$ cat src/pmp_pkg.sv
package pmp_pkg;

    // ============================================================
    // Sizes and CSR map
    // ============================================================

    localparam int unsigned PMP_ENTRIES   = 8;
    localparam int unsigned PMP_CFG_WORDS = PMP_ENTRIES / 4;
    localparam int unsigned BLOCK_ADDR_W  = 25;

    localparam logic [11:0] CSR_PMPCFG_BASE  = 12'h3A0;
    localparam logic [11:0] CSR_PMPADDR_BASE = 12'h3B0;

    // A field encodings of the one supported mode
    localparam logic [1:0] CFG_A_OFF   = 2'b00;
    localparam logic [1:0] CFG_A_NAPOT = 2'b11;

    // pmpaddr bits 4:0 as seen on readback
    localparam logic [4:0] NAPOT_LOW = 5'b01111;

    // ============================================================
    // CSR word layouts
    // ============================================================

    // Architectural pmpcfg byte
    typedef struct packed {
        logic       lock;
        logic [1:0] rsvd;
        logic [1:0] a;
        logic       x;
        logic       w;
        logic       r;
    } pmp_cfg_t;

    // Bits 29:5 of a pmpaddr word hold the block-address part
    typedef struct packed {
        logic [1:0]              hi;
        logic [BLOCK_ADDR_W-1:0] napot;
        logic [4:0]              low;
    } pmp_addr_word_t;

    // One CSR data word read as cfg bytes or as an address
    typedef union packed {
        pmp_cfg_t [3:0] cfg;
        pmp_addr_word_t addr;
    } pmp_csr_word_u;

    // ============================================================
    // Entry storage and ports
    // ============================================================

    typedef struct packed {
        logic                    enabled;
        logic                    lock;
        logic                    x;
        logic                    w;
        logic                    r;
        logic [BLOCK_ADDR_W-1:0] addr;
        logic [BLOCK_ADDR_W-1:0] mask;
        logic [BLOCK_ADDR_W-1:0] match;
    } pmp_entry_t;

    typedef struct packed {
        logic [11:0] address;
        logic [31:0] wdata;
        logic        wr_en;
    } pmp_csr_req_t;

    typedef struct packed {
        logic [BLOCK_ADDR_W-1:0] addr;
        logic                    mmode;
    } pmp_fetch_t;

    typedef struct packed {
        logic [BLOCK_ADDR_W-1:0] addr;
        logic                    mmode;
        logic                    write;
    } pmp_data_t;

endpackage

$ cat src/pmp_napot_decode.sv
`timescale 1ns/1ps

module pmp_napot_decode (
    input  logic [pmp_pkg::BLOCK_ADDR_W-1:0] napot_i,
    output logic [pmp_pkg::BLOCK_ADDR_W-1:0] mask_o,
    output logic [pmp_pkg::BLOCK_ADDR_W-1:0] match_o
);

    // ============================================================
    // Trailing-ones run
    // ============================================================

    // ones_run[i] is set when napot_i[i:0] are all ones
    logic [pmp_pkg::BLOCK_ADDR_W-1:0] ones_run;

    always_comb begin
        ones_run[0] = napot_i[0];
        for (int i = 1; i < pmp_pkg::BLOCK_ADDR_W; i++) begin
            ones_run[i] = ones_run[i-1] & napot_i[i];
        end
    end

    // ============================================================
    // Compare mask and match value
    // ============================================================

    // Bits inside the run are don't-care for the compare,
    // so each extra trailing one doubles the region
    assign mask_o = ~ones_run;

    // Run bits cleared so the checker compares with a plain AND
    assign match_o = napot_i & mask_o;

endmodule

$ cat src/pmp_csr_bank.sv
`timescale 1ns/1ps

module pmp_csr_bank (
    input  logic                                               core_clock_i,
    input  logic                                               rst_n_i,

    input  pmp_pkg::pmp_csr_req_t                              csr_req_i,
    output logic [31:0]                                        csr_rdata_o,
    output logic                                               csr_exists_o,

    // NAPOT decoder runs on the incoming write data
    output logic [pmp_pkg::BLOCK_ADDR_W-1:0]                   napot_o,
    input  logic [pmp_pkg::BLOCK_ADDR_W-1:0]                   mask_i,
    input  logic [pmp_pkg::BLOCK_ADDR_W-1:0]                   match_i,

    output pmp_pkg::pmp_entry_t [pmp_pkg::PMP_ENTRIES-1:0]     entries_o
);

    pmp_pkg::pmp_entry_t [pmp_pkg::PMP_ENTRIES-1:0] entries_q;

    pmp_pkg::pmp_csr_word_u wr_word;
    pmp_pkg::pmp_csr_word_u rd_word;

    logic [11:0] cfg_offset;
    logic [11:0] addr_offset;
    logic        cfg_hit;
    logic        addr_hit;

    // ============================================================
    // Address decode
    // ============================================================

    assign cfg_offset  = csr_req_i.address - pmp_pkg::CSR_PMPCFG_BASE;
    assign addr_offset = csr_req_i.address - pmp_pkg::CSR_PMPADDR_BASE;

    // Offsets wrap on addresses below the base, so one compare is enough
    assign cfg_hit  = cfg_offset < 12'(pmp_pkg::PMP_CFG_WORDS);
    assign addr_hit = addr_offset < 12'(pmp_pkg::PMP_ENTRIES);

    assign csr_exists_o = cfg_hit | addr_hit;

    // ============================================================
    // CSR write
    // ============================================================

    assign wr_word = csr_req_i.wdata;
    assign napot_o = wr_word.addr.napot;

    always_ff @(posedge core_clock_i) begin
        if (!rst_n_i) begin
            entries_q <= '0;
        end else if (csr_req_i.wr_en) begin
            for (int e = 0; e < pmp_pkg::PMP_ENTRIES; e++) begin
                // Locked entries hold until reset
                if (!entries_q[e].lock) begin
                    // Four entries share one pmpcfg word
                    if (cfg_hit && (cfg_offset == 12'(e / 4))) begin
                        entries_q[e].enabled <=
                            (wr_word.cfg[e % 4].a == pmp_pkg::CFG_A_NAPOT);
                        entries_q[e].lock <= wr_word.cfg[e % 4].lock;
                        entries_q[e].x    <= wr_word.cfg[e % 4].x;
                        entries_q[e].w    <= wr_word.cfg[e % 4].w;
                        entries_q[e].r    <= wr_word.cfg[e % 4].r;
                    end

                    if (addr_hit && (addr_offset == 12'(e))) begin
                        entries_q[e].addr  <= wr_word.addr.napot;
                        entries_q[e].mask  <= mask_i;
                        entries_q[e].match <= match_i;
                    end
                end
            end
        end
    end

    // ============================================================
    // CSR readback
    // ============================================================

    always_comb begin
        rd_word = '0;

        for (int e = 0; e < pmp_pkg::PMP_ENTRIES; e++) begin
            if (cfg_hit && (cfg_offset == 12'(e / 4))) begin
                rd_word.cfg[e % 4].lock = entries_q[e].lock;
                rd_word.cfg[e % 4].a    = entries_q[e].enabled ? pmp_pkg::CFG_A_NAPOT
                                                               : pmp_pkg::CFG_A_OFF;
                rd_word.cfg[e % 4].x    = entries_q[e].x;
                rd_word.cfg[e % 4].w    = entries_q[e].w;
                rd_word.cfg[e % 4].r    = entries_q[e].r;
            end
        end

        if (addr_hit) begin
            // Granule bits below the stored field read as 0_1111
            rd_word.addr.low = pmp_pkg::NAPOT_LOW;
            for (int e = 0; e < pmp_pkg::PMP_ENTRIES; e++) begin
                if (addr_offset == 12'(e)) begin
                    rd_word.addr.napot = entries_q[e].addr;
                end
            end
        end
    end

    assign csr_rdata_o = rd_word;

    assign entries_o = entries_q;

endmodule

$ cat src/pmp_checker.sv
`timescale 1ns/1ps

module pmp_checker (
    input  pmp_pkg::pmp_entry_t [pmp_pkg::PMP_ENTRIES-1:0] entries_i,

    input  pmp_pkg::pmp_fetch_t                            fetch_i,
    output logic                                           fetch_kill_o,

    input  pmp_pkg::pmp_data_t                             data_i,
    output logic                                           data_kill_o
);

    // ============================================================
    // Shared helpers
    // ============================================================

    // Lowest-index enabled entry whose region holds addr
    function automatic logic find_entry(
        input  pmp_pkg::pmp_entry_t [pmp_pkg::PMP_ENTRIES-1:0] ents,
        input  logic [pmp_pkg::BLOCK_ADDR_W-1:0]               addr,
        output pmp_pkg::pmp_entry_t                            hit_entry
    );
        logic found;
        found     = 1'b0;
        hit_entry = '0;
        for (int i = 0; i < pmp_pkg::PMP_ENTRIES; i++) begin
            if (!found && ents[i].enabled && ((addr & ents[i].mask) == ents[i].match)) begin
                found     = 1'b1;
                hit_entry = ents[i];
            end
        end
        return found;
    endfunction

    // Machine mode only checks locked entries
    function automatic logic kill_rule(
        input logic mmode,
        input logic hit,
        input logic lock,
        input logic perm
    );
        if (mmode) begin
            return hit & lock & ~perm;
        end
        return ~hit | ~perm;
    endfunction

    // ============================================================
    // Fetch and data lookups
    // ============================================================

    pmp_pkg::pmp_entry_t fetch_ent;
    pmp_pkg::pmp_entry_t data_ent;
    logic                fetch_hit;
    logic                data_hit;
    logic                data_perm;

    always_comb begin
        fetch_hit = find_entry(entries_i, fetch_i.addr, fetch_ent);
        data_hit  = find_entry(entries_i, data_i.addr, data_ent);
        data_perm = data_i.write ? data_ent.w : data_ent.r;
    end

    assign fetch_kill_o = kill_rule(fetch_i.mmode, fetch_hit, fetch_ent.lock, fetch_ent.x);
    assign data_kill_o  = kill_rule(data_i.mmode, data_hit, data_ent.lock, data_perm);

endmodule

$ cat src/pmp_unit.sv
`timescale 1ns/1ps

module pmp_unit (
    input  logic                  core_clock_i,
    input  logic                  rst_n_i,

    // CSR port
    input  pmp_pkg::pmp_csr_req_t csr_req_i,
    output logic [31:0]           csr_rdata_o,
    output logic                  csr_exists_o,

    // Fetch stage
    input  pmp_pkg::pmp_fetch_t   fetch_i,
    output logic                  fetch_kill_o,

    // Memory stage
    input  pmp_pkg::pmp_data_t    data_i,
    output logic                  data_kill_o
);

    logic [pmp_pkg::BLOCK_ADDR_W-1:0] napot;
    logic [pmp_pkg::BLOCK_ADDR_W-1:0] mask;
    logic [pmp_pkg::BLOCK_ADDR_W-1:0] match;

    pmp_pkg::pmp_entry_t [pmp_pkg::PMP_ENTRIES-1:0] entries;

    // ============================================================
    // Entry storage and CSR access
    // ============================================================

    pmp_csr_bank pmp_csr_bank_inst (
        .core_clock_i (core_clock_i),
        .rst_n_i      (rst_n_i),
        .csr_req_i    (csr_req_i),
        .csr_rdata_o  (csr_rdata_o),
        .csr_exists_o (csr_exists_o),
        .napot_o      (napot),
        .mask_i       (mask),
        .match_i      (match),
        .entries_o    (entries)
    );

    // Region decode done once at write time
    pmp_napot_decode pmp_napot_decode_inst (
        .napot_i (napot),
        .mask_o  (mask),
        .match_o (match)
    );

    // ============================================================
    // Access checks
    // ============================================================

    pmp_checker pmp_checker_inst (
        .entries_i    (entries),
        .fetch_i      (fetch_i),
        .fetch_kill_o (fetch_kill_o),
        .data_i       (data_i),
        .data_kill_o  (data_kill_o)
    );

endmodule

$ cat config.mk
export PLATFORM = sky130hd
export DESIGN_NAME = pmp_unit
export DESIGN_NICKNAME = d
export VERILOG_FILES = /design/src/pmp_pkg.sv /design/src/pmp_napot_decode.sv /design/src/pmp_csr_bank.sv /design/src/pmp_checker.sv /design/src/pmp_unit.sv
export SDC_FILE = /design/constraint.sdc
export NUM_CORES = 2
export LEC_CHECK = 0
export ABC_CLOCK_PERIOD_IN_PS = 3600
export BUFFER_PORTS_ARGS = -buffer_cell sky130_fd_sc_hd__buf_2
export CELL_PAD_IN_SITES_DETAIL_PLACEMENT = 2
export CELL_PAD_IN_SITES_GLOBAL_PLACEMENT = 2
export CORE_MARGIN = 4
export CORE_UTILIZATION = 30
export CTS_BUF_LIST = sky130_fd_sc_hd__clkbuf_2 sky130_fd_sc_hd__clkbuf_4 sky130_fd_sc_hd__clkbuf_8
export DETAILED_ROUTE_END_ITERATION = 8
export PLACE_DENSITY = 0.64
export SLEW_MARGIN = 40
export SYNTH_ARGS = -nofsm -noshare
export SYNTH_HDL_FRONTEND = slang
export SYNTH_SLANG_ARGS = --single-unit
$ cat constraint.sdc
create_clock -name core_clock_i -period 3.6 [get_ports core_clock_i]
set_input_delay 0.54 -clock core_clock_i [delete_from_list [all_inputs] [get_ports core_clock_i]]
set_output_delay 0.54 -clock core_clock_i [all_outputs]
set_load 0.1 [all_outputs]
; Word-level counts from Yosys, hierarchy flattened
; Index checks and enable logic that the tools add are counted.
[word_totals]
ff_bits = 640
out_inout_bits = 35
word_cells = 325
[op_classes]
n_addsub = 2
order_cmp = 2
eq_ne = 28
muxes = 96
n_bitwise = 61
reduce_logical = 72
[op_table]
columns = cell, count
row1 = $mux 79, 24
row2 = $mux 75, 8
row3 = $and 25x25->25, 17
row4 = $eq 25x25->1, 16
row5 = $mux 25, 8
row6 = $eq 12x3->1 const B, 4
row7 = $reduce_and 3->1, 16
row8 = $logic_and 1x1->1, 40
row9 = $mux 5, 8
row10 = $mux 4, 8
row11 = $mux 1, 31
row12 = $mux 30, 1
row13 = $and 1x1->1, 28
row14 = $not 25->25, 1
row15 = $eq 12x1->1 const B, 2
row16 = $eq 12x2->1 const B, 2
row17 = $logic_not 12->1, 2
row18 = $sub 12x10->12 const B, 2
row19 = $mux 2, 8
row20 = $logic_not 1->1, 14
row21 = $lt 12x2->1 const B, 1
row22 = $lt 12x4->1 const B, 1
row23 = $not 1->1, 12
row24 = $eq 2x2->1 const B, 4
row25 = $or 1x1->1, 3

; Longest topological paths before layout
[logic_depth]
depth_word = 37
mapped_depth = 14
mapped_depth_nobuf = 11

; Hierarchy
; A second synthesis with hierarchy kept.
[hier_totals]
cells_unflattened = 4333
hier_area_um2 = 34150.3
[modules_own_cells]
columns = mod, n_inst, cells_each, area_per_inst_um2, seq_area_each_um2
row1 = pmp_csr_bank, 1, 3131, 26512.9, 12812.3
row2 = pmp_checker, 1, 1125, 7164.4, 0.0
row3 = pmp_napot_decode, 1, 77, 473.0, 0.0

; Worst setup path after synthesis
; No wires, ideal clock.
[synth_timing]
path_type = input -> output
from = input csr_req_i[39] (netlist bit)
to = output csr_rdata_o[13]
arrival_ns = 4.484
t_required_ns = 3.060
path_slack_ns = -1.424
stages = 10
cell_sequence = inv_1 > ha_1 > nor4_1 > o21ai_2 > nand2b_1 > buf_4 > buf_4 > o21ai_0 > o22ai_1 > a221oi_1
[synth_via]
elab_chain_len = 11
elab_cells_between_ends = 19
classes_between = 1 x add/sub / 1 x order compare / 7 x eq/ne / 9 x mux / 1 x reduce/logical
[synth_lines]
columns = element, line
row1 = "start, declared", pmp_unit.sv:8  ; input pmp_pkg::pmp_csr_req_t csr_req_i,
row2 = $sub 12x10->12 (*), pmp_csr_bank.sv:34  ; assign addr_offset = csr_req_i.address - pmp_pkg::CSR_PMPADDR_BASE;
row3 = $logic_not 12->1, pmp_csr_bank.sv:98  ; if (addr_offset == 12'(e)) begin
row4 = $mux 25 (8 in a row), pmp_csr_bank.sv:98
row5 = $mux 30 (*), pmp_csr_bank.sv:94  ; if (addr_hit) begin
row6 = "end, declared", pmp_unit.sv:9  ; output logic [31:0] csr_rdata_o,
; Every way passes the cells marked *; elsewhere a longest branch is shown, timed or not.

; Worst setup path after layout
[layout_timing]
from = register pmp_csr_bank_inst.entries_q (netlist bit pmp_csr_bank_inst.entries_o[582])
to = output data_kill_o
[layout_via]
elab_chain_len = 8
elab_cells_between_ends = 12
classes_between = 1 x eq/ne / 5 x mux / 5 x bitwise / 1 x reduce/logical
[layout_lines]
columns = element, line
row1 = "start, declared", pmp_csr_bank.sv:19  ; pmp_pkg::pmp_entry_t [pmp_pkg::PMP_ENTRIES-1:0] entries_q;
row2 = $eq 25x25->1 (*), pmp_checker.sv:27  ; if (!found && ents[i].enabled && ((addr & ents[i].mask) == ents[i].match)) begin
row3 = $logic_and 1x1->1 (*), pmp_checker.sv:27
row4 = $mux 79, pmp_checker.sv:27
row5 = $mux 1, pmp_checker.sv:61  ; data_perm = data_i.write ? data_ent.w : data_ent.r;
row6 = $not 1->1, "pmp_checker.sv:43, pmp_checker.sv:45"
row7 = $and 1x1->1, pmp_checker.sv:43  ; return hit & lock & ~perm;
row8 = $mux 1, pmp_checker.sv:42  ; if (mmode) begin
row9 = $mux 1 (*), pmp_checker.sv:45  ; return ~hit | ~perm;
row10 = "end, declared", pmp_unit.sv:18  ; output logic data_kill_o
; Every way passes the cells marked *; elsewhere a longest branch is shown, timed or not. The select of a mux whose other input is x is not followed.

==> key figures <==
Setup path
  – Kind of end point of the critical path: output port
  – Cell count along the critical path: 12
  – Max incr delay on CP: 0.50 ns
  – Top delay family on crit path: simple AND/OR/NAND/NOR gates
  – Required time worst endpoint: 3.06 ns
  – Critical Path Sink: data_kill_o
  – Worst EP arrival: 3.74 ns
  – Buffers & Inverters on Critical Path: 3
  – Worst r2r src: pmp_csr_bank_inst.entries_o[638]$_SDFFE_PN0P_
  – Crit start category: register
  – Crit. Startpoint: pmp_csr_bank_inst.entries_o[582]$_SDFFE_PN0P_
  – Worst R2R Path Depth: 4
  – Kind of critical path: register to output port
  – RR Endpoint: pmp_csr_bank_inst.entries_o[584]$_SDFFE_PN0P_
  – Crit path cell chain: a21o_1 -> a211oi_2 -> buf_4 -> nand4_1 -> nor4_4 -> buf_4 -> a21boi_2 -> or3_1 -> nor2_1 -> and3b_2 -> a21oi_4 -> buf_12
  – Crit path top cell by count: buf_4
  – Slowest cell on the critical path: nor4_4
  – Reg2Reg Setup Slack: 1.59 ns
  – Critical path fanouts, max: 3

Drt
  – Via count: 33600
  – Avg WL per Cell: 29.3 um
  – DRC violations left: 0
  – Final ANT Viol Nets: 0
  – Vias/cell: 5.53
  – TritonRoute pass-1 iters: 5
  – DRT iter0 DRCs: 2373
  – Detailed Route WL: 178 mm

Clock network
  – Sink Count: 632
  – H-Tree Level Count: 4
  – Clock Pin Slew Worst Setup and Hold Paths: 0.06 ns
  – CTS Buf Count: 130
  – Worst-skew pair later-pin latency: 0.82 ns
  – CTS max path bufs: 3
  – Root Buffer Master: clkbuf_8
  – CTS tree: built

Timing
  – Ratio of final minimum period to clock period: 119%
  – Min Hold Slack: 0.0772 ns
  – Achievable clock frequency: 234 MHz
  – Worst Tran Pin Value: 0.809 ns
  – Min cycle time layout: 4.28 ns
  – Final hold violation count: 0
  – Final setup margin: -0.676 ns
  – RSZ-0062 raised after global routing: yes
  – Slew HR: 46.0%
  – Setup violators final: 2
  – Slew Viols, Final: 0
  – Max Clock Skew: 0.0328 ns

Floorplan
  – Initial Utilization: 30.3%
  – I/O pins: 135
  – Core Rows: 121
  – Die area: 115000 um2
  – Chip width: 340 um
  – Core area: 109000 um2
  – Die Y: 340 um

Yosys
  – Top cells by area, synth: dfxtp_1, nand2_1, a21boi_0
  – Post-synth EDFFs: 0
  – Top-area cell type share of the netlist area: 38.4%
  – Cells after Synth: 4182
  – Synth Net Count: 4284
  – Netlist cell types: 86
  – Syn_area_per_cell: 7.89 um2
  – Seq cells post-synth: 632
  – Yosys warnings: 0
  – Top-count cell post-synth: nand2_1
  – Top_reg_cell synth: dfxtp_1
  – Register area share after synthesis: 38.4%
  – Share of async-settable or async-resettable flops after synthesis: 0%
  – Post-synth top area cell: dfxtp_1
  – Synth Cell Area: 33000 um2
  – Commonest cells post-synth: nand2_1, dfxtp_1, a21boi_0

Placement
  – Port Buffers: 132
  – DP HPWL: 129 mm
  – RePlAce Congestion: 0.989

Run status
  – Failing checks: setup timing
  – Status: finished, violations left

GRT
  – Gr ovfl total: 0
  – Largest net degree at the start of global routing: 113
  – Global-route wire length before repair: 252 mm
  – Initial antenna violation count: 18
  – Gr usage total: 30.0%
  – Number of global-route vias before repair: 35000

Worst hold path
  – Hold crit path type: input port to register

Flow run
  – Maxcap violations: 0

Finish
  – Max reg flops: 632
  – FILL cells: 12400
  – Sequential cell area: 12700 um2
  – Multi-input logic area: 19500 um2
  – Finished Core Util: 38.5%
  – Share of cells above drive strength 1: 21.5%
  – Area growth syn-to-layout: 27.3%
  – Nets: 4659

Power
  – Pleak: 17.5 nW
  – Power density cells: 385 nW/um2
  – Max VDD drop: 0.000297 V
## cell usage in the layout (no fill, tap or decap), types with 9 or more instances in the layout
cell,n
nor4_2,15
xor2_1,137
nor4_1,12
nand3_1,56
nor2b_1,12
clkbuf_8,174
and2_1,195
dfxtp_1,593
a21oi_1,114
buf_12,80
o21ai_2,13
buf_2,98
o22a_1,31
a211oi_1,27
mux2i_1,52
inv_1,13
clkbuf_4,38
dfxtp_2,35
nand2b_1,13
o211a_1,139
nand4_1,53
mux2_2,13
xnor2_1,79
nor3b_1,9
a21boi_0,321
nor2_1,71
o21ai_0,246
mux4_2,11
buf_4,384
and3b_1,33
o21bai_1,11
o22ai_1,21
and3_1,86
nor3_1,15
a21o_1,33
nand2_1,1198
## metrics by stage
step	setup WS [ns]	total power, mW	cells	area, um2	setup TNS (ns)
floorplan	-0.711	7.52	4182	33100	-1.91
global placement	-0.589	8.07	5828	38500	-1.38
detailed placement	-0.603	8.08	5828	38500	-2.41
CTS	-0.637	16.3	6055	41600	-1.25
global route	-0.776	16.7	6067	42000	-1.41
finish	-0.676	16.2	6068	42000	-1.21
## how the worst min path moves through the flow
stage,cells after the start,startpoint,slack [ns],endpoint
final,3,csr_req_i[5],0.08,pmp_csr_bank_inst.entries_o[399]$_SDFFE_PN0P_
after global routing,3,csr_req_i[5],0.07,pmp_csr_bank_inst.entries_o[79]$_SDFFE_PN0P_
after CTS,3,csr_req_i[5],0.004,pmp_csr_bank_inst.entries_o[399]$_SDFFE_PN0P_
after detailed placement,2,pmp_csr_bank_inst.entries_o[622]$_SDFFE_PN0P_,0.46,pmp_csr_bank_inst.entries_o[622]$_SDFFE_PN0P_
after global placement,2,pmp_csr_bank_inst.entries_o[470]$_SDFFE_PN0P_,0.45,pmp_csr_bank_inst.entries_o[470]$_SDFFE_PN0P_
after floorplan,2,pmp_csr_bank_inst.entries_o[291]$_SDFFE_PN0P_,0.44,pmp_csr_bank_inst.entries_o[291]$_SDFFE_PN0P_
## repair_timing
item | in CTS | in global routing
gates resized for setup | 75 | 76
buffers inserted | 3 | 6
hold buffers | 3 | 0
setup endpoints to repair | 23 | 22
pin swaps | 29 | 34
gates cloned | 0 | 1
endpoints found under the hold margin | 5 | 0
## cells by family (layout without fill, tap and decap cells)
family	after synthesis	in the layout	share of synthesized area, %
mux	76	76	2.77
fa+ha+maj	2	2	0.0759
compound gates	1045	1045	22.2
flops	632	632	38.4
other cells	1	8	0.0114
buf+inv	347	812	4.53
simple gates	1853	1853	26.0
xor+xnor	226	226	6.00
## power breakdown
group          switching, mW  total [mW]  internal, mW
Combinational          0.664       0.948         0.284
Sequential           0.00112        7.00          6.99
Clock                   3.49        8.22          4.73
## per-layer routing
metal / global-route usage (%) / wire (um) / up-vias
met4: 15.0 / 9760 / 2
met1: 37.5 / 75800 / 17300
met2: 50.3 / 83700 / 891
met5: 0 / 10 / -
met3: 4.30 / 8540 / 315
li1: - / - / 15000
## cell type report
type	count	share of cell area [%]
multi-input combinational	3203	46.5
sequential	632	30.3
timing repair buffer	575	12.2
clock buffer	212	6.38
tap	1414	4.21
clock inverter	10	0.209
inverter	15	0.134
antenna	7	0.0417
## worst min-delay path: stages
cell	delay, ns
buf_2	0.11
nand3_1	0.09
a21boi_0	0.08
Power figures use the tool's default switching activity.
